## config.mk

```make
export PLATFORM = sky130hd
export DESIGN_NAME = icache_repl
export DESIGN_NICKNAME = d
export VERILOG_FILES = /design/src/hw/icache_pkg.sv /design/src/hw/icache_repl.sv
export VERILOG_INCLUDE_DIRS = /design/src /design/src/hw
export SDC_FILE = /design/constraint.sdc
export NUM_CORES = 1
export LEC_CHECK = 0
export BUFFER_PORTS_ARGS = -buffer_cell sky130_fd_sc_hd__buf_4
export CAP_MARGIN = 20
export CORE_ASPECT_RATIO = 1.2
export CORE_MARGIN = 1.5
export CORE_UTILIZATION = 25
export DETAILED_ROUTE_END_ITERATION = 8
export GPL_TIMING_DRIVEN = 0
export HOLD_SLACK_MARGIN = 0.06
export PLACE_DENSITY_LB_ADDON = 0.3
export SLEW_MARGIN = 20
export SYNTH_ARGS = -nofsm -noshare
export SYNTH_HDL_FRONTEND = slang
export SYNTH_SLANG_ARGS = --single-unit
export TNS_END_PERCENT = 30
```

## constraint.sdc

```tcl
create_clock -name clk_i -period 1.4 [get_ports clk_i]
set_clock_uncertainty 0.15 [all_clocks]
set_input_delay 0.07 -clock clk_i [delete_from_list [all_inputs] [get_ports clk_i]]
set_output_delay 0.07 -clock clk_i [all_outputs]
set_load 0.02 [all_outputs]
```

## src/hw/icache_params.svh

```systemverilog
/*
  instruction cache geometry, address width and fetch width
  reset value of the replacement LFSR
*/

`ifndef ICACHE_PARAMS_SVH
`define ICACHE_PARAMS_SVH

// number of ways per set
`define ICACHE_WAYS 4

// number of sets
`define ICACHE_SETS 16

// bytes in one cache line
`define ICACHE_LINE_BYTES 16

// physical address and fetch word widths
`define ICACHE_PADDR_WIDTH 32
`define ICACHE_FETCH_WIDTH 32

// lfsr must never start at zero
`define ICACHE_LFSR_SEED 8'hA5

`endif

```

## src/hw/icache_pkg.sv

```systemverilog
/*
  cache geometry widths and the typed vectors built from them
  controller state encoding
*/

`default_nettype none

`include "icache_params.svh"

package icache_pkg;

  ////////////////////////////////
  // derived widths
  ////////////////////////////////

  // byte offset inside a line
  localparam int unsigned ICACHE_OFFSET_W = $clog2(`ICACHE_LINE_BYTES);
  // set index bits sit right above the offset
  localparam int unsigned ICACHE_INDEX_W  = $clog2(`ICACHE_SETS);
  // whatever is left of the address is tag
  localparam int unsigned ICACHE_TAG_W    = `ICACHE_PADDR_WIDTH - ICACHE_INDEX_W - ICACHE_OFFSET_W;
  localparam int unsigned ICACHE_WAY_W    = $clog2(`ICACHE_WAYS);
  // fetch words per line, and the bits picking one of them
  localparam int unsigned ICACHE_WORDS_PER_LINE = `ICACHE_LINE_BYTES * 8 / `ICACHE_FETCH_WIDTH;
  localparam int unsigned ICACHE_WORD_SEL_W     = $clog2(ICACHE_WORDS_PER_LINE);

  ////////////////////////////////
  // typed vectors
  ////////////////////////////////

  typedef logic [`ICACHE_PADDR_WIDTH-1:0] paddr_t;
  typedef logic [ICACHE_TAG_W-1:0]        tag_t;
  typedef logic [ICACHE_INDEX_W-1:0]      set_idx_t;
  typedef logic [ICACHE_OFFSET_W-1:0]     line_off_t;
  typedef logic [ICACHE_WAY_W-1:0]        way_idx_t;
  typedef logic [`ICACHE_WAYS-1:0]        way_vec_t;
  typedef logic [`ICACHE_FETCH_WIDTH-1:0] word_t;
  // a line is a packed row of fetch words, word 0 at the low end
  typedef word_t [ICACHE_WORDS_PER_LINE-1:0] line_t;

  // controller states
  typedef enum logic [1:0] {
    FLUSH,
    IDLE,
    READ,
    MISS
  } ctrl_state_e;

endpackage

`default_nettype wire

```

## src/hw/icache_repl.sv

```systemverilog
/*
  replacement way choice
  first invalid way, else a way from an 8 bit galois LFSR
*/

`timescale 1ns/10ps
`default_nettype none

`include "icache_params.svh"

module icache_repl (
  input  logic                clk_i,
  input  logic                rst_ni,
  input  icache_pkg::way_vec_t valid_i,
  input  logic                step_i,
  output icache_pkg::way_vec_t way_oh_o,
  output logic                all_valid_o
);

  import icache_pkg::*;

  logic [7:0] lfsr_q;
  way_idx_t   rnd_way;
  way_vec_t   inv_oh;

  // x^8 + x^6 + x^5 + x^4 + 1, shifting right
  always_ff @(posedge clk_i or negedge rst_ni) begin
    if (!rst_ni) begin
      lfsr_q <= `ICACHE_LFSR_SEED;
    end else if (step_i) begin
      lfsr_q <= {1'b0, lfsr_q[7:1]} ^ (lfsr_q[0] ? 8'hB8 : 8'h00);
    end
  end

  assign rnd_way = lfsr_q[ICACHE_WAY_W-1:0];

  // lowest set bit of the invalid mask
  assign inv_oh      = ~valid_i & (valid_i + 1'b1);
  assign all_valid_o = &valid_i;

  assign way_oh_o = all_valid_o ? (way_vec_t'(1) << rnd_way) : inv_oh;

endmodule

`default_nettype wire

```

Word level (Yosys, flattened, before mapping)
Index checks and enable logic that the tools add are counted.
W data, S select, Z words.
{"block": "word_totals", "register_bits": 8, "in_bits": 7, "elab_cells": 9}
{"block": "op_classes", "addsub": 1, "shift": 1, "n_mux": 2, "bitwise_logic": 3, "n_reduce_logical": 1}
{"operator": "$mux W8", "n": 1}
{"operator": "$xor A7 B8 Y8", "n": 1}
{"operator": "$add A4 B1 Y4 const B", "n": 1}
{"operator": "$and A4 B4 Y4", "n": 1}
{"operator": "$mux W4", "n": 1}
{"operator": "$not A4 Y4", "n": 1}
{"operator": "$reduce_and A4 Y1", "n": 1}
{"operator": "$shl A1 B2 Y4 const A", "n": 1}

Logic depth before layout (Yosys ltp)
{"block": "logic_depth", "depth_word": 3, "depth_mapped": 3, "mapped_depth_nobuf": 2}

Worst setup path after synthesis
OpenSTA, ideal clock, no wires.
{"block": "synth_timing", "kind": "register -> output", "startpoint": "register lfsr_q[0]", "endpoint": "output way_oh_o[1]", "arrival_ps": 1088, "required_ps": 1180, "path_slack_ps": 92, "stages_incl_launch_ff": 4, "cell_sequence": "dfstp_2 -> buf_6 -> nand4b_1 -> a21boi_1"}
{"block": "synth_via", "elab_chain_len": 2}
{"element": "start, declared", "line_no": "icache_repl.sv:22", "text": "logic [7:0] lfsr_q;"}
{"element": "start signal, assigned", "line_no": "icache_repl.sv:29", "text": "lfsr_q <= `ICACHE_LFSR_SEED;"}
{"element": "start signal, assigned", "line_no": "icache_repl.sv:31", "text": "lfsr_q <= {1'b0, lfsr_q[7:1]} ^ (lfsr_q[0] ? 8'hB8 : 8'h00);"}
{"element": "$shl A1 B2 Y4", "line_no": "icache_repl.sv:41", "text": "assign way_oh_o = all_valid_o ? (way_vec_t'(1) << rnd_way) : inv_oh;"}
{"element": "$mux W4", "line_no": "icache_repl.sv:41"}
{"element": "end, declared", "line_no": "icache_repl.sv:16", "text": "output icache_pkg::way_vec_t way_oh_o,"}
No other way between the ends.

Worst setup path after layout
Same ends and word-level chain as after synthesis.

==> impl_metrics.csv <==
group,metric,value,unit
grt,overflow,0,
floorplanning,die_w,41.2,um
timing,drv_slew,0,
final_layout,mostFrequentLayoutCells,"buf_4 (14), nor2_1 (4), a21oi_1 (4), mux2_4 (4), dfstp_2 (4)",
final_layout,largest_reg_flops,8,
synthesis,syn_inst,36,
pwr,pwr-share-clk,0.156,
route,vias,320,
pwr,pwr-share-seq,0.458,
route,drc,0,
pwr,peakVddDrop,0.676,mV
clock_tree,cts.htree.levels,1,
pwr,p_int,760,uW
pwr,netSwitchingFraction,0.301,
route,postRouteWirelength,802,um
synthesis,ys_top_cells_by_area,"dfstp_2 (24%), dfrtp_1 (23%), mux2_4 (14%)",
synthesis,syn-num-nets,43,
outcome,violations,"setup timing",
worst_setup_path,startpoint_type,"register",
worst_setup_path,crit_fanout,6,
worst_setup_path,timing.rr.start,"lfsr_q[0]",
timing,setup_viol,2,
timing,postLayoutSetupSlackWorst,-53.8,ps
final_layout,n_antenna_cell,0,
worst_setup_path,timing.rr.end,"lfsr_q[3]",
pwr,p_comb_frac,0.386,
floorplanning,pin_count,12,
worst_setup_path,cp.required,1180,ps
timing,fin_setup_tns,-81.5,ps
run,maxCapViolCount,0,
synthesis,synth_fa_ha_area_frac,0,
final_layout,final_area,611,sq um
place,postPlaceCellArea,542,sq um
synthesis,synth_mux_area_frac,0.163,
final_layout,synthToLayoutAreaGrowth,39.8,%
timing,fin_crit,1450,ps
grt,antenna_found_initial,0,
pwr,p_leak,0.000276,uW
synthesis,synth-seq-cells,8,
floorplanning,die_area,0.00201,sq mm
place,portBuffers,11,
route,drtPass1Iterations,1,
floorplanning,die_h,48.8,um
worst_setup_path,endpoint_kind,"output pin",
clock_tree,clock-sinks,8,
synthesis,synthDistinctLibCells,15,
final_layout,fin_nets,64,
timing,fmax,688,MHz
timing,worst_pin_slew,221,ps
synthesis,synth-compound-area-share,0.138,
grt,grt_pass1_vias,321,
clock_tree,cts_tree,"yes",
floorplanning,initial_utilization,0.266,
synthesis,synth_top_family_by_area,"multiplexers",
final_layout,top_regs,"lfsr_q: 8 flops",
timing,rsz0062_at_grt,"yes",
synthesis,yosysWarnings,0,
grt,grt_start_max_net_pins,11,
worst_setup_path,crit_chain,"nand4b_1, a21boi_1, buf_4",
final_layout,regMostFlops,"lfsr_q",
route,post_drt_wl_per_cell,11.0,um
timing,whs,181,ps
outcome,status,"finished, violations left",
floorplanning,coreArea,0.00164,sq mm
pwr,p_switching,327,uW
grt,grt_use_total,0.101,
synthesis,synth-seq-area-share,0.470,
synthesis,yosysTopAreaCell,"dfstp_2",
synthesis,synth_xor_area_frac,0.0602,
pwr,powerDensity,1780,mW/mm^2
route,vias_per_cell,4.38,
worst_setup_path,worstRegToRegCells,3,
worst_setup_path,worstPathArrival,1230,ps
hold_path,hp-class,"in -> async",
worst_setup_path,path_class,"reg -> out",
clock_tree,clockRootBuffer,"clkbuf_4",
worst_setup_path,cpPeakStageDelay,570,ps
pwr,report.power.total,1090,uW
timing,maxSlewHeadroom,0.852,
final_layout,final_common_cell,"buf_4",
route,antenna_left,0,
final_layout,drive_gt1_frac,0.545,
route,first_iter_violations,0,
synthesis,netlist.area_leader.share,0.241,
place,dp_hpwl,542,um
floorplanning,num_rows,16,
synthesis,synth_area,437,sq um
final_layout,final_core_util,0.372,
place,gp_congestion,0.706,
timing,hold_viol,0,
worst_setup_path,cp_slowest_cell,"dfstp_2",
synthesis,syn_area_per_cell,12.1,sq um
clock_tree,cts_inserted_buffers,3,
worst_setup_path,r2r_slack,230,ps
clock_tree,clk_latency,250,ps
synthesis,synth_simple_gate_area_share,0.109,
worst_setup_path,critPathCapture,"way_oh_o[1]",
clock_tree,cts.clk_slew.worst_paths,50,ps
worst_setup_path,crit_path_start,"lfsr_q[0]",
grt,grt_pass1_wl,1320,um
clock_tree,clk_path_buf_depth,2,
timing,period_share,1.04,
==> metal layers <==
metal,vias to the layer above,global-route usage,wire (um)
met5,-,0,0
li1,162,-,-
met3,2,0.0274,13
met1,152,0.117,370
met2,4,0.138,402
met4,0,0.0968,14
==> power groups by stage <==
stage | logic (uW) | clock network, uW | registers (uW)
finish | 419 | 170 | 497
global route | 455 | 198 | 514
CTS | 452 | 181 | 481
detailed placement | 394 | 0 | 478
global placement | 388 | 0 | 480
floorplan | 325 | 0 | 459
==> Yosys cell counts <==
| master | n |
|---|---|
| mux2_4 | 4 |
| o41ai_4 | 1 |
| dfrtp_1 | 4 |
| mux2_2 | 1 |
| a21oi_1 | 5 |
| xnor2_1 | 3 |
| nand4b_1 | 1 |
| nor2_1 | 4 |
| nand3_1 | 1 |
| a21boi_1 | 1 |
| nand3b_1 | 1 |
| nand2_1 | 3 |
| buf_6 | 2 |
| inv_1 | 1 |
| dfstp_2 | 4 |
==> how the worst min path moves through the flow <==
stage / endpoint / start / slack (ps)
2_1_floorplan: lfsr_q[1] / rst_ni / -380
3_3_place_gp: lfsr_q[1] / rst_ni / -260
3_5_place_dp: lfsr_q[3] / rst_ni / -260
4_1_cts: lfsr_q[0] / rst_ni / 180
5_1_grt: lfsr_q[0] / rst_ni / 180
6_report: lfsr_q[0] / rst_ni / 180
==> timing repair <==
action                                  in CTS  in global routing
hold buffers                                 3                  0
endpoints found under the hold margin       12                  0
resized for setup                            2                  0
endpoints found under the setup margin       4                  4
pin swaps                                    4                  3
setup buffers                                2                  1
==> layout make-up <==
| type | instances | area [sq um] |
|---|---|---|
| Fill cell | 182 | 1030 |
| Tap cell | 18 | 22.5 |
| Inverter | 1 | 3.75 |
| Buffer | 1 | 11.3 |
| Clock buffer | 3 | 22.5 |
| Multi-Input combinational cell | 25 | 209 |
| Sequential cell | 8 | 206 |
| Timing Repair Buffer | 17 | 135 |
==> through the flow <==
step / setup WS, ps / std cells
after global routing: -135 / 73
after CTS: -111 / 73
final: -53.8 / 73
after global placement: 130 / 65
after floorplan: 92.2 / 36
after detailed placement: 112 / 65
==> kinds of logic (layout without fill, tap and decap cells) <==
| family | after synthesis | in the layout |
|---|---|---|
| mux | 5 | 5 |
| xor+xnor | 3 | 3 |
| flops | 8 | 8 |
| simple gates | 10 | 10 |
| buf+inv | 3 | 22 |
| compound gates | 7 | 7 |
==> critical path: cells and delay by family (launching register included) <==
family | cells | cell delay [ps]
flip-flops | 1 | 570
buffers and inverters | 1 | 160
AO/OA/AOI/OAI | 1 | 160
AND/OR/NAND/NOR | 1 | 100
(Power assumes the default switching activity.)
