$ cat config.mk
export PLATFORM = sky130hd
export DESIGN_NAME = icache_ctrl
export DESIGN_NICKNAME = d
export VERILOG_FILES = /design/src/hw/icache_pkg.sv /design/src/hw/icache_bus_pkg.sv /design/src/hw/icache_ctrl.sv
export VERILOG_INCLUDE_DIRS = /design/src /design/src/hw
export SDC_FILE = /design/constraint.sdc
export NUM_CORES = 1
export LEC_CHECK = 0
export BUFFER_PORTS_ARGS = -buffer_cell sky130_fd_sc_hd__clkbuf_2
export CORE_AREA = 8 8 125 127
export CTS_BUF_LIST = sky130_fd_sc_hd__clkbuf_8 sky130_fd_sc_hd__clkbuf_16
export CTS_CLUSTER_SIZE = 10
export DETAILED_ROUTE_END_ITERATION = 8
export DIE_AREA = 0 0 133 135
export SYNTH_ARGS = -nofsm -noshare
export SYNTH_HDL_FRONTEND = slang
export SYNTH_SLANG_ARGS = --single-unit
$ cat constraint.sdc
create_clock -name clk_i -period 7.45 [get_ports clk_i]
set_clock_uncertainty 0.15 [all_clocks]
set_input_delay 1.49 -clock clk_i [delete_from_list [all_inputs] [get_ports clk_i]]
set_output_delay 1.49 -clock clk_i [all_outputs]
set_load 0.03 [all_outputs]
$ cat src/hw/icache_params.svh
/*
  instruction cache geometry, address width and fetch width
  reset value of the replacement LFSR
*/

`ifndef ICACHE_PARAMS_SVH
`define ICACHE_PARAMS_SVH

// number of ways per set
`define ICACHE_WAYS 4

// number of sets
`define ICACHE_SETS 16

// bytes in one cache line
`define ICACHE_LINE_BYTES 16

// physical address and fetch word widths
`define ICACHE_PADDR_WIDTH 32
`define ICACHE_FETCH_WIDTH 32

// lfsr must never start at zero
`define ICACHE_LFSR_SEED 8'hA5

`endif

$ cat src/hw/icache_pkg.sv
/*
  cache geometry widths and the typed vectors built from them
  controller state encoding
*/

`default_nettype none

`include "icache_params.svh"

package icache_pkg;

  ////////////////////////////////
  // derived widths
  ////////////////////////////////

  // byte offset inside a line
  localparam int unsigned ICACHE_OFFSET_W = $clog2(`ICACHE_LINE_BYTES);
  // set index bits sit right above the offset
  localparam int unsigned ICACHE_INDEX_W  = $clog2(`ICACHE_SETS);
  // whatever is left of the address is tag
  localparam int unsigned ICACHE_TAG_W    = `ICACHE_PADDR_WIDTH - ICACHE_INDEX_W - ICACHE_OFFSET_W;
  localparam int unsigned ICACHE_WAY_W    = $clog2(`ICACHE_WAYS);
  // fetch words per line, and the bits picking one of them
  localparam int unsigned ICACHE_WORDS_PER_LINE = `ICACHE_LINE_BYTES * 8 / `ICACHE_FETCH_WIDTH;
  localparam int unsigned ICACHE_WORD_SEL_W     = $clog2(ICACHE_WORDS_PER_LINE);

  ////////////////////////////////
  // typed vectors
  ////////////////////////////////

  typedef logic [`ICACHE_PADDR_WIDTH-1:0] paddr_t;
  typedef logic [ICACHE_TAG_W-1:0]        tag_t;
  typedef logic [ICACHE_INDEX_W-1:0]      set_idx_t;
  typedef logic [ICACHE_OFFSET_W-1:0]     line_off_t;
  typedef logic [ICACHE_WAY_W-1:0]        way_idx_t;
  typedef logic [`ICACHE_WAYS-1:0]        way_vec_t;
  typedef logic [`ICACHE_FETCH_WIDTH-1:0] word_t;
  // a line is a packed row of fetch words, word 0 at the low end
  typedef word_t [ICACHE_WORDS_PER_LINE-1:0] line_t;

  // controller states
  typedef enum logic [1:0] {
    FLUSH,
    IDLE,
    READ,
    MISS
  } ctrl_state_e;

endpackage

`default_nettype wire

$ cat src/hw/icache_bus_pkg.sv
/*
  fetch port request and response structs
  memory port request and return structs
*/

`default_nettype none

package icache_bus_pkg;

  ////////////////////////////////
  // fetch side
  ////////////////////////////////

  // requester holds req and paddr until accepted
  typedef struct packed {
    logic              req;
    icache_pkg::paddr_t paddr;
  } fetch_req_t;

  // valid is a one cycle pulse with the word aligned address
  typedef struct packed {
    logic               valid;
    icache_pkg::paddr_t paddr;
    icache_pkg::word_t  data;
  } fetch_rsp_t;

  ////////////////////////////////
  // memory side
  ////////////////////////////////

  // line address when nc is low, word address when nc is high
  typedef struct packed {
    icache_pkg::paddr_t paddr;
    logic               nc;
  } mem_req_t;

  // full line returned in a single beat
  typedef struct packed {
    logic              valid;
    icache_pkg::line_t line;
  } mem_rtrn_t;

endpackage

`default_nettype wire

$ cat src/hw/icache_ctrl.sv
/*
  cache controller with the flush/idle/read/miss state machine
  enable and flush tracking, flush index counter
  request address latch and response word select
*/

`timescale 1ns/10ps
`default_nettype none

`include "icache_params.svh"

module icache_ctrl (
  input  logic                      clk_i,
  input  logic                      rst_ni,
  input  logic                      flush_i,
  input  logic                      en_i,
  input  icache_bus_pkg::fetch_req_t fetch_req_i,
  output logic                      fetch_ready_o,
  output icache_bus_pkg::fetch_rsp_t fetch_rsp_o,
  output logic                      mem_req_o,
  output icache_bus_pkg::mem_req_t   mem_req_data_o,
  input  logic                      mem_ack_i,
  input  icache_bus_pkg::mem_rtrn_t  mem_rtrn_i,
  output logic                      miss_o,
  output logic                      busy_o,
  input  icache_pkg::way_vec_t       hit_i,
  input  icache_pkg::word_t          rd_word_i,
  input  logic                      all_valid_i,
  output logic                      rd_en_o,
  output logic                      fill_en_o,
  output logic                      flush_en_o,
  output icache_pkg::set_idx_t       index_o,
  output icache_pkg::tag_t           tag_o,
  output logic                      lfsr_step_o
);

  import icache_pkg::*;

  ctrl_state_e state_d, state_q;
  logic        cache_en_d, cache_en_q;
  logic        flush_d, flush_q;
  set_idx_t    flush_cnt_q;
  logic        flush_done;
  logic        accept;
  logic        nc_q;
  paddr_t      paddr_q;
  logic [ICACHE_WORD_SEL_W-1:0] word_sel;

  //////////////////////////////
  // address fields
  //////////////////////////////

  // everything comes from the latched address
  assign tag_o    = paddr_q[`ICACHE_PADDR_WIDTH-1 -: ICACHE_TAG_W];
  assign word_sel = paddr_q[ICACHE_OFFSET_W-1 -: ICACHE_WORD_SEL_W];
  assign accept   = fetch_ready_o & fetch_req_i.req;

  // flush walks the sets, lookup uses the live address, fill the latched one
  assign index_o = flush_en_o ? flush_cnt_q :
                   rd_en_o    ? fetch_req_i.paddr[ICACHE_OFFSET_W +: ICACHE_INDEX_W] :
                                paddr_q[ICACHE_OFFSET_W +: ICACHE_INDEX_W];

  // word address for nc, line address otherwise
  assign mem_req_data_o.nc    = nc_q;
  assign mem_req_data_o.paddr = nc_q ? paddr_q :
                                {paddr_q[`ICACHE_PADDR_WIDTH-1:ICACHE_OFFSET_W],
                                 {ICACHE_OFFSET_W{1'b0}}};

  assign fetch_rsp_o.paddr = paddr_q;
  // hits read the arrays, everything else the returned line
  assign fetch_rsp_o.data  = (state_q == MISS) ? mem_rtrn_i.line[word_sel] : rd_word_i;

  assign busy_o      = (state_q != IDLE);
  assign flush_done  = (flush_cnt_q == set_idx_t'(`ICACHE_SETS - 1));
  // random replacement only moves when it was actually used
  assign lfsr_step_o = fill_en_o & all_valid_i;

  //////////////////////////////
  // state machine
  //////////////////////////////

  always_comb begin
    state_d    = state_q;
    // turning off is immediate, turning on goes through a flush
    cache_en_d = cache_en_q & en_i;
    flush_d    = flush_q | flush_i;

    flush_en_o        = 1'b0;
    rd_en_o           = 1'b0;
    fill_en_o         = 1'b0;
    fetch_ready_o     = 1'b0;
    fetch_rsp_o.valid = 1'b0;
    mem_req_o         = 1'b0;
    miss_o            = 1'b0;

    unique case (state_q)
      FLUSH: begin
        flush_en_o = 1'b1;
        if (flush_done) begin
          state_d    = IDLE;
          flush_d    = 1'b0;
          cache_en_d = en_i;
        end
      end
      IDLE: begin
        if (flush_d || (en_i && !cache_en_q)) begin
          state_d = FLUSH;
        end else if (fetch_req_i.req) begin
          // ready is only offered against a waiting request
          fetch_ready_o = 1'b1;
          rd_en_o       = 1'b1;
          state_d       = READ;
        end
      end
      READ: begin
        if (!nc_q && |hit_i) begin
          fetch_rsp_o.valid = 1'b1;
          state_d           = IDLE;
          // back to back hits
          if (!flush_d && fetch_req_i.req) begin
            fetch_ready_o = 1'b1;
            rd_en_o       = 1'b1;
            state_d       = READ;
          end
        end else begin
          // miss or nc, hold the request until memory takes it
          mem_req_o = 1'b1;
          if (mem_ack_i) begin
            miss_o  = ~nc_q;
            state_d = MISS;
          end
        end
      end
      MISS: begin
        if (mem_rtrn_i.valid) begin
          fetch_rsp_o.valid = 1'b1;
          // nc data is never allocated
          fill_en_o         = ~nc_q;
          state_d           = IDLE;
        end
      end
      default: begin
        state_d = FLUSH;
      end
    endcase
  end

  //////////////////////////////
  // registers
  //////////////////////////////

  always_ff @(posedge clk_i or negedge rst_ni) begin
    if (!rst_ni) begin
      state_q     <= IDLE;
      cache_en_q  <= 1'b0;
      flush_q     <= 1'b0;
      flush_cnt_q <= '0;
      nc_q        <= 1'b0;
    end else begin
      state_q    <= state_d;
      cache_en_q <= cache_en_d;
      flush_q    <= flush_d;
      // counter wraps to zero on the last set
      if (flush_en_o) begin
        flush_cnt_q <= flush_cnt_q + 1'b1;
      end
      // io half or disabled cache goes around the arrays
      if (accept) begin
        nc_q <= fetch_req_i.paddr[`ICACHE_PADDR_WIDTH-1] | ~cache_en_q;
      end
    end
  end

  // low two bits dropped on capture
  always_ff @(posedge clk_i) begin
    if (accept) begin
      paddr_q <= {fetch_req_i.paddr[`ICACHE_PADDR_WIDTH-1:2], 2'b00};
    end
  end

  //////////////////////////////
  // assertions
  //////////////////////////////

  mem_req_hold: assert property (@(posedge clk_i) disable iff (!rst_ni)
    mem_req_o && !mem_ack_i |=> mem_req_o && $stable(mem_req_data_o))
    else $error("icache: memory request dropped or changed before ack");

  legal_state: assert property (@(posedge clk_i) disable iff (!rst_ni)
    state_q inside {FLUSH, IDLE, READ, MISS})
    else $error("icache: controller in an illegal state");

endmodule

`default_nettype wire

* Word-level counts from Yosys, hierarchy flattened
Cells that the tools add are included.
** Storage, ports and cells
- Flip-flop bits (word level) :: 39
- Input bits :: 204
- Output and inout bits :: 134
- Word-level logic and storage cells :: 68
** Operators by class
- $add $sub $neg :: 1
- Magnitude comparators :: 1
- Equal/unequal tests :: 9
- Mux-type cells :: 34
- Bitwise operators :: 7
- Reduce and logical (&&, ||, !) cells :: 10
** Operator list (count)
- $bmux 32 s2 :: 1
- $mux 32 :: 2
- $mux 1 :: 18
- $mux 2 :: 7
- $mux 4 :: 3
- $pmux 2 s4 :: 1
- $ne 3x3->1 const B :: 2
- $add 4x1->4 const B :: 1
- $eq 2x2->1 const B :: 2
- $eq 4x4->1 const B :: 1
- $ne 2x2->1 const B :: 2
- $pmux 1 s2 :: 2
- $reduce_and 4->1 :: 1
- $reduce_or 4->1 :: 1
- $and 1x1->1 :: 3
- $logic_and 1x1->1 :: 3
- $logic_not 1->1 :: 3
- $lt 2x3->1 const B :: 1
- $eq 2x1->1 const B :: 1
- $logic_not 2->1 :: 1
- $ne 2x1->1 const B :: 1
- $not 1->1 :: 2
- $or 1x1->1 :: 2
- $logic_or 1x1->1 :: 1

* Longest topological paths before layout
Gate-level depths: netlist (run 1).
- Depth in word-level cells :: 8
- Gate-level depth with buffers :: 6
- Depth with buffers taken out :: 6

* Least setup slack after synthesis (run 1)
No wires, ideal clock.
- Kind :: input port to output port
- Start :: input hit_i[1]
- End :: output index_o[1]
- Data arrival time :: 2761 ps
- Data required time :: 5810 ps
- Setup slack :: 3049 ps
- Stages :: 4
- Buffers on the path :: 0
- Path through :: nor4_4 nor3_2 o21a_4 o211ai_1
** On the way
- Longest elaborated chain between the ends :: 6
** RTL lines
- start: declaration :: RTL line icache_ctrl.sv:26 : input icache_pkg::way_vec_t hit_i,
- $reduce_or 4->1 :: RTL line icache_ctrl.sv:116 : if (!nc_q && |hit_i) begin
- $logic_and 1x1->1 :: RTL line icache_ctrl.sv:116
- $mux 1
- $pmux 1 s2
- named net fetch_ready_o :: RTL line icache_ctrl.sv:18 : output logic fetch_ready_o,
- $mux 4 :: RTL line icache_ctrl.sv:60 : rd_en_o ? fetch_req_i.paddr[ICACHE_OFFSET_W +: ICACHE_INDEX_W] :
- $mux 4 :: RTL line icache_ctrl.sv:59 : assign index_o = flush_en_o ? flush_cnt_q :
- end: declaration :: RTL line icache_ctrl.sv:32 : output icache_pkg::set_idx_t index_o,
The timed path passes the listed nets, and every way through them passes these cells.

* Final worst setup path (run 1)
- Start :: input hit_i[1]
- End :: output index_o[2]
** On the way
- Longest elaborated chain between the ends :: 6
** RTL lines
- $reduce_or 4->1 :: RTL line icache_ctrl.sv:116
- $logic_and 1x1->1 :: RTL line icache_ctrl.sv:116
- $mux 1 :: RTL line icache_ctrl.sv:116
- $pmux 1 s2 :: RTL line icache_ctrl.sv:96 : unique case (state_q)
- $mux 4 :: RTL line icache_ctrl.sv:60
- $mux 4 :: RTL line icache_ctrl.sv:59
Every way passes these cells.

==> results of run 1 <==
[routing by layer]
metal | routed length (microns) | up-vias | track usage | share of wire
met5 | 0 | - | 0 | 0
met4 | 83 | 0 | 0.02208 | 0.0061
met3 | 1083 | 9 | 0.04123 | 0.080
met2 | 7257 | 177 | 0.2557 | 0.53
met1 | 5146 | 1493 | 0.1585 | 0.38
li1 | - | 1404 | - | -
[layout by cell type (no fill, tap or decap), types with 2 or more instances in the layout]
master     synthesis  final
ha_1               5      4
mux4_2            29     29
buf_4             58      3
and2_1             3      3
inv_1              8      8
mux2_2            32     32
conb_1             1      4
mux4_1             3      3
nand2_1            8      8
edfxtp_1          30     30
nor2_1             5      5
a21oi_1            2      2
nand2b_1           2      2
clkbuf_2           0    331
clkbuf_16          0      5
o211ai_1           3      3
dfrtp_1            8      8
o2111ai_1          3      3
nand3_1            2      2
xnor2_1            2      2
mux2_4             4      4
o21a_1             2      2
[path summary, 6_finish.rpt]
| path | startpoint | end | slack, ps | cells past startpoint |
|---|---|---|---|---|
| max in group asynchronous | rst_ni | state_q[0]$_DFFE_PN1P_ | 5970 | 1 |
| min in group asynchronous | rst_ni | flush_q$_DFF_PN0_ | 910 | 1 |
| min reg2reg | cache_en_q$_DFF_PN0_ | cache_en_q$_DFF_PN0_ | 370 | 1 |
| max reg2reg | state_q[0]$_DFFE_PN1P_ | paddr_q[25]$_DFFE_PP_ | 4980 | 6 |
| max | hit_i[1] | index_o[2] | 2950 | 6 |
| min | cache_en_q$_DFF_PN0_ | cache_en_q$_DFF_PN0_ | 370 | 1 |
[state kept, by name (all words and copies together) (netlist names)]
signal / cells
flush_q: 1
state_q: 2
cache_en_q: 1
paddr_q: 30
nc_q: 1
flush_cnt_q: 4
[per-stage QoR]
stage	std cells	setup slack [ps]	area, sq um	util	power [mW]
after floorplan	244	3049	3287	-	0.4980
after global placement	686	2947	4644	0.3412	0.6014
after detailed placement	686	2942	4644	0.3412	0.6089
after CTS	694	2939	4787	0.3517	0.8281
after global routing	694	2858	4787	0.3517	0.8653
final	694	2947	4787	0.3517	0.8164
[kinds of logic after synthesis]
| logic type | count (synthesis) | synth area share |
|---|---|---|
| flip-flops | 39 | 0.3442 |
| AO/OA/AOI/OAI | 17 | 0.04545 |
| XOR/XNOR | 3 | 0.008023 |
| AND/OR/NAND/NOR | 28 | 0.05348 |
| adder cells (fa/ha/maj) | 5 | 0.01910 |
| multiplexers | 68 | 0.3518 |
| buffers and inverters | 80 | 0.1769 |
| other | 1 | 0.001145 |
[synth_stat cells (2+ instances only)]
library cell / number
dfrtp_1: 8
buf_4: 58
buf_12: 3
nor2_1: 5
and2_1: 3
o211ai_1: 3
inv_1: 8
nand2b_1: 2
mux4_2: 29
nand2_1: 8
o2111ai_1: 3
buf_2: 4
buf_1: 2
clkbuf_1: 4
mux2_2: 32
o21a_1: 2
nand3_1: 2
ha_1: 5
mux4_1: 3
edfxtp_1: 30
xnor2_1: 2
a21oi_1: 2
mux2_4: 4
[area by class of cell]
| cell class | instances | area, sq um |
|---|---|---|
| multi-input combinational | 125 | 1583 |
| timing repair buffer | 334 | 1679 |
| fill | 1390 | 8825 |
| tap | 180 | 225.2 |
| sequential | 39 | 1127 |
| inverter | 8 | 30.03 |
| clock inverter | 3 | 17.52 |
| clock buffer | 5 | 125.1 |
[critical path, stage by stage]
cell and delay, ps:
clkbuf_2 100, nor4_4 360, nor3_2 160, o21a_4 280
o311ai_2 220, clkbuf_2 250
[power groups by stage]
stage,Combinational [mW],Sequential (mW),Clock (mW)
6_report,0.319,0.286,0.211
2_1_floorplan,0.214,0.284,0
4_1_cts,0.321,0.286,0.221
3_3_place_gp,0.314,0.288,0
3_5_place_dp,0.319,0.290,0
5_1_grt,0.349,0.291,0.226
==> results.md, run 1 <==
* Wire length per cell at a little under 20 microns
* Seq/Total Area, Yosys at 0.3442
* Initial antenna violation count at 0
* Hold Path Class: reg -> reg
* Setup crit start kind: input port
* RSZ-0062 raised after global routing: false
* Worst-skew pair later-pin latency at 280 ps
* Worst-case clock buffer depth at 2
* WHS at 373.1 ps
* Pint at around 520 uW
* Share of cells above drive strength 1 at 0.8054
* Setup violators final at 0
* Post-synthesis register bit count at 39
* Post_cts resized at 0
* Routed vias at between 3000 and 4000
* Fmax at 222.1 MHz
* Grt ovf at 0
* Critical path required time at 5810 ps
* Leakage at about 2.4 nW
* Hold_buf cts at 0
* Final Cycle Share at 0.6044
* Top cells by area, synth: edfxtp_1 28%, mux4_2 20%, buf_4 13%, mux2_2 11%, dfrtp_1 6.1%
* Post-synth EDFFs at 30
* Min Clock Period, post-route at roughly 4500 ps
* # nets final at about 720
* Comb pwr share at 0.391
* Worst-path maximum fanout at 7
* DP Wirelength at between 10000 and 15000 microns
* Initial Util at 0.2406
* DRT Pass-1 Iters at 4
* Share of the synthesized area in the top cell type at 0.2750
* Crit path DAT at about 2900 ps
* Initial DRC Count at 151
* Least-Margin Pin Slew at between 800 and 900 ps
* Routed wire length at roughly 14000 microns
* Crit path kind: in -> out
* Post-Syn Area at 3276 sq um
* Area Growth Syn to Fin at 46.14%
* Max_cap viols at 0
* Sequential share of power at 0.350
* Core area at 13610 sq um
* First-pass GRT wire length at between 15000 and 20000 microns
* Die Width at between 100 and 150 microns
* Number of diodes at 0
* Mapped Cells at ~240
* Primary FF master, synth: edfxtp_1
* Post-synth ARST share at 0.2308
* Setup_tns at 0 ps
* Sw Ratio at 0.3631
* GP Congestion at about 0.89
* Count of cell types in the netlist at between 40 and 50
* Clock Sinks at 39
* Worst setup EP type: output pin
* Die area at between 15000 and 20000 sq um
* Relative slew slack at 0.4057
* GRT Total Usage at 0.1395
* Rows at 43
* Worst-path clk slew at roughly 60 ps
* Dominant cell type by area after synthesis: edfxtp_1
* Max IR drop VDD at 0.1558 mV
* Power density cells at between 150 and 200 nW/um^2
* Psw at a little under 300 uW
* Max Slew Vio Count at 0
* Htree depth at 2
* Post CTS Setup Buffer Count at 0
* Via/cell ratio at ~4.4
* DRC viols at 0
* TritonCTS Buffers at 5
* DRT antenna net count at 0
* Chip height at about 140 microns
* Vias in the first global route at roughly 3300
* # IOs at about 340
* Status: finished, final reports clean
* CTS tree: done
* PortBufs at ~330
* Ys Warns at 0
* Hold Vio Cnt, Final at 0
* Clk network pwr share at 0.259
* Largest net degree at the start of global routing at 35
* Syn Area/Cell at approximately 14 sq um
* CTS Root Cell: clkbuf_16
Power figures use the tool's default switching activity.
==> inputs of run 2 (changes only) <==
- ABC_AREA: unset -> 1
- CORE_AREA: 8 8 125 127 -> 8 8 126 128
- DIE_AREA: 0 0 133 135 -> 0 0 134 136
- clock period: 7.45 -> 3.9 ns (I/O delays scaled with it)
==> run 2 against run 1 <==
Worst hold slack worse by 170 ps. Routed wire length up 4.5%. Global-route usage down 0.069 points. Via count up 30%. Cell count up 33%. Sequential power up 85%. Largest cell class unchanged. Highest routed layer unchanged.
==> results.md, run 2 <==
* Max Slew Vio Count at 0 (unchanged)
* Initial Util at 0.2362 (was 0.2406)
* Setup_tns at 0 ps (unchanged)
* Final core occ at 0.3451 (was 0.3517)
* Crit path DAT at 2210 ps (was 2860 ps)
* Post-synth EDFFs at 30 (unchanged)
* DRT Pass-1 Iters at 5 (was 4)
* Critical path capture point: fetch_rsp_o[0] (was index_o[2])
* Leading cell type by number of instances after synthesis: nor2_1 (was buf_4)
* Seq/Total Area, Yosys at 0.3400 (was 0.3442)
* Share of the synthesized area in the top cell type at 0.2717 (was 0.2750)
* Via/cell ratio at 4.329 (was 4.442)
* Final Cycle Share at 0.8043
* Relative slew slack at 0.4291 (was 0.4057)
* DP Wirelength at 11660 microns (was 11980 microns)
* Reg2Reg Capture Point: paddr_q[26]$_DFFE_PP_ (was paddr_q[25]$_DFFE_PP_)
* Delay-heaviest family, CP: buffers and inverters (was simple AND/OR/NAND/NOR gates)
* Min Clock Period, post-route at between 3000 and 4000 ps
* Mapped Cells at 478 (was 241)
* Ys Warns at 0 (unchanged)
* Rows at 44 (was 43)
* Grt ovf at 0 (unchanged)
* Reg2Reg Setup Slack at 1610 ps (was 4980 ps)
* Hold Path Class: in -> async (was reg -> reg)
* Slowest cell on crit path: inv_2 (was nor4_4)
* Worst-path clk slew at 60 ps (about the same)
* Worst setup EP type: output pin (unchanged)
* Max FFs per register at 30 (unchanged)
* Leakage at 2.598 nW (was 2.390 nW)
* Critical path's largest stage delay at 610 ps (was 360 ps)
* Max_cap viols at 0 (unchanged)
* Routed vias at 4004 (was 3083)
* Layout fillers at 1559 (was 1390)
* Worst-path maximum fanout at 58 (was 7)
* Setup crit start: paddr_q[2]$_DFFE_PP_ (was hit_i[1])
* Number of diodes at 0 (unchanged)
* Setup violators final at 0 (unchanged)
* Initial DRC Count at 264 (was 151)
* Wire length per cell at 15.34 microns (was 19.55 microns)
* Top cells by count, synth: 166 x nor2_1, 63 x buf_4, 63 x o21ai_0, 32 x a31oi_1, 30 x edfxtp_1 (was 58 x buf_4, 32 x mux2_2, 30 x edfxtp_1, 29 x mux4_2)
* Critical path required time at 2970 ps (was 5810 ps)
* Dominant cell type by area after synthesis: edfxtp_1 (unchanged)
* Vias in the first global route at 3713 (was 3294)
* Most frequent cells in the layout: 331 x clkbuf_2, 166 x nor2_1, 63 x o21ai_0, 32 x a31oi_1, 30 x edfxtp_1 (was 331 x clkbuf_2, 32 x mux2_2, 30 x edfxtp_1, 29 x mux4_2)
* GP Congestion at 0.8778 (was 0.8873)
* TritonCTS Buffers at 5 (unchanged)
* Clock Sinks at 39 (unchanged)
* Post CTS Setup Buffer Count at 0 (unchanged)
* Die Width at 134 microns (was 133 microns)
* CP bufs+invs at 2 (unchanged)
* Largest regs: paddr_q (30), flush_cnt_q (4), state_q (2) (unchanged)
* Die area at 18220 sq um (was 17960 sq um)
* RR Startpoint: state_q[0]$_DFFE_PN1P_ (unchanged)
* Status: finished, final reports clean (unchanged)
* Post-synth ARST share at 0.2308 (unchanged)
* Post-synthesis register bit count at 39 (unchanged)
* Largest net degree at the start of global routing at 67 (was 35)
* Critical path cell sequence: inv_2 > o21ai_0 > a31oi_1 > clkbuf_2 (was clkbuf_2 > nor4_4 > nor3_2 > o21a_4 > o311ai_2 > clkbuf_2)
* Post_cts resized at 0 (unchanged)
* Post-Syn Area at 3316 sq um (was 3276 sq um)
* CTS tree: done (unchanged)
* Routed wire length at 14190 microns (was 13570 microns)
* Commonest non-fill, non-tap cell in the layout: clkbuf_2 (unchanged)
* Least-Margin Pin Slew at 856.3 ps (was 891.5 ps)
* Worst-case clock buffer depth at 2 (unchanged)
* PortBufs at 331 (unchanged)
* Hold Vio Cnt, Final at 0 (unchanged)
* Worst-skew pair later-pin latency at 280 ps (about the same)
* Syn Area/Cell at 6.937 sq um (was 13.59 sq um)
* Core area at 14040 sq um (was 13610 sq um)
* Initial antenna violation count at 0 (unchanged)
* Crit path kind: reg -> out (was in -> out)
* CTS Root Cell: clkbuf_16 (unchanged)
* RSZ-0062 raised after global routing: false (unchanged)
* GRT Total Usage at 0.1388 (was 0.1395)
* Setup crit start kind: flip-flop (was input port)
* Hold_buf cts at 0 (unchanged)
* Chip height at 136 microns (was 135 microns)
* Sequential cell area at 1127 sq um (unchanged)
* R2R depth at 9 (was 6)
* Top reg by flops: paddr_q (unchanged)
* Max IR drop VDD at 0.2686 mV (was 0.1558 mV)
* # IOs at 338 (unchanged)
* First-pass GRT wire length at 20420 microns (was 19960 microns)
* # nets final at 949 (was 722)
* Htree depth at 2 (unchanged)
* DRC viols at 0 (unchanged)
* Primary FF master, synth: edfxtp_1 (unchanged)
* Power density cells at 301.3 nW/um^2 (was 170.5 nW/um^2)
* Area occupied by multi-input gates at 1538 sq um (was 1583 sq um)
* Stages on the worst setup path at 4 (was 6)
* DRT antenna net count at 0 (unchanged)
* Fmax at between 300 and 400 MHz
* Area Growth Syn to Fin at 46.11% (was 46.14%)
* Count of cell types in the netlist at 27 (was 42)
* Share of cells above drive strength 1 at 0.4737 (was 0.8054)
* Top cells by area, synth: edfxtp_1 27%, nor2_1 19%, buf_4 14%, o21ai_0 9.5%, a31oi_1 6.0% (was edfxtp_1 28%, mux4_2 20%, buf_4 13%, mux2_2 11%, dfrtp_1 6.1%)
run 2: cell types whose count changed after synthesis, sizes merged, moves of 9 or more:
cell,change
a31oi,+31
clkbuf,+9
inv,+14
mux2,-36
mux4,-32
nand2,+23
nor2,+161
o21ai,+73
run 2: stage by stage:
stage / instances / instance area, sq um / setup WS (ps) / power, mW / hold WS [ps]
after floorplan: 481 / 3327 / 1064 / 0.8672 / 334.4
after global placement: 917 / 4700 / 1113 / 1.069 / 365.4
after detailed placement: 917 / 4700 / 1112 / 1.072 / 368.7
after CTS: 925 / 4845 / 781.7 / 1.479 / 201.5
after global routing: 925 / 4845 / 609.8 / 1.550 / 199.4
final: 925 / 4845 / 763.2 / 1.460 / 199.7
run 2: cells by family after synthesis:
family,count (synthesis),synth area share
other cells,1,0.001131
buf+inv,108,0.2004
fa+ha+maj,5,0.01887
flops,39,0.3400
xor+xnor,3,0.007926
simple gates,215,0.2574
compound gates,107,0.1743
run 2: final cells by class:
| type | count | area share |
|---|---|---|
| timing repair buffer | 338 | 0.3554 |
| multi-input combinational | 334 | 0.3174 |
| sequential | 39 | 0.2327 |
| tap | 184 | 0.04752 |
| clock buffer | 5 | 0.02583 |
| inverter | 22 | 0.01705 |
| clock inverter | 3 | 0.004132 |
run 2: worst min path at each step:
| stage | from | end | slack [ps] | cells after the start |
|---|---|---|---|---|
| finish | rst_ni | flush_cnt_q[1]$_DFFE_PN0P_ | 200 | 1 |
| detailed placement | flush_cnt_q[0]$_DFFE_PN0P_ | flush_cnt_q[0]$_DFFE_PN0P_ | 370 | 1 |
| global route | rst_ni | flush_cnt_q[0]$_DFFE_PN0P_ | 200 | 1 |
| CTS | rst_ni | flush_cnt_q[0]$_DFFE_PN0P_ | 200 | 1 |
| floorplan | rst_ni | cache_en_q$_DFF_PN0_ | 330 | 0 |
| global placement | flush_cnt_q[3]$_DFFE_PN0P_ | flush_cnt_q[3]$_DFFE_PN0P_ | 370 | 1 |
run 2: worst register-to-register path, delay by kind of cell, from the launching register on:
kind / cells / cell delay (ps)
buffers and inverters: 3 / 670
flip-flops: 1 / 390
adder cells (fa/ha/maj): 1 / 210
AND/OR/NAND/NOR: 5 / 520
run 2: routing by layer:
layer	share of wire	wire length, microns	GRT usage	vias to the layer above
met2	0.52	7321	0.2471	184
met4	0.0038	54	0.01560	0
met5	0	0	0	-
met1	0.40	5634	0.1674	1774
met3	0.083	1174	0.03917	6
li1	-	-	-	2040
run 2: report_power, final:
part	switching, mW	internal [mW]
combinational	0.336	0.198
sequential	0.0415	0.489
clock	0.160	0.235
total	0.537	0.922
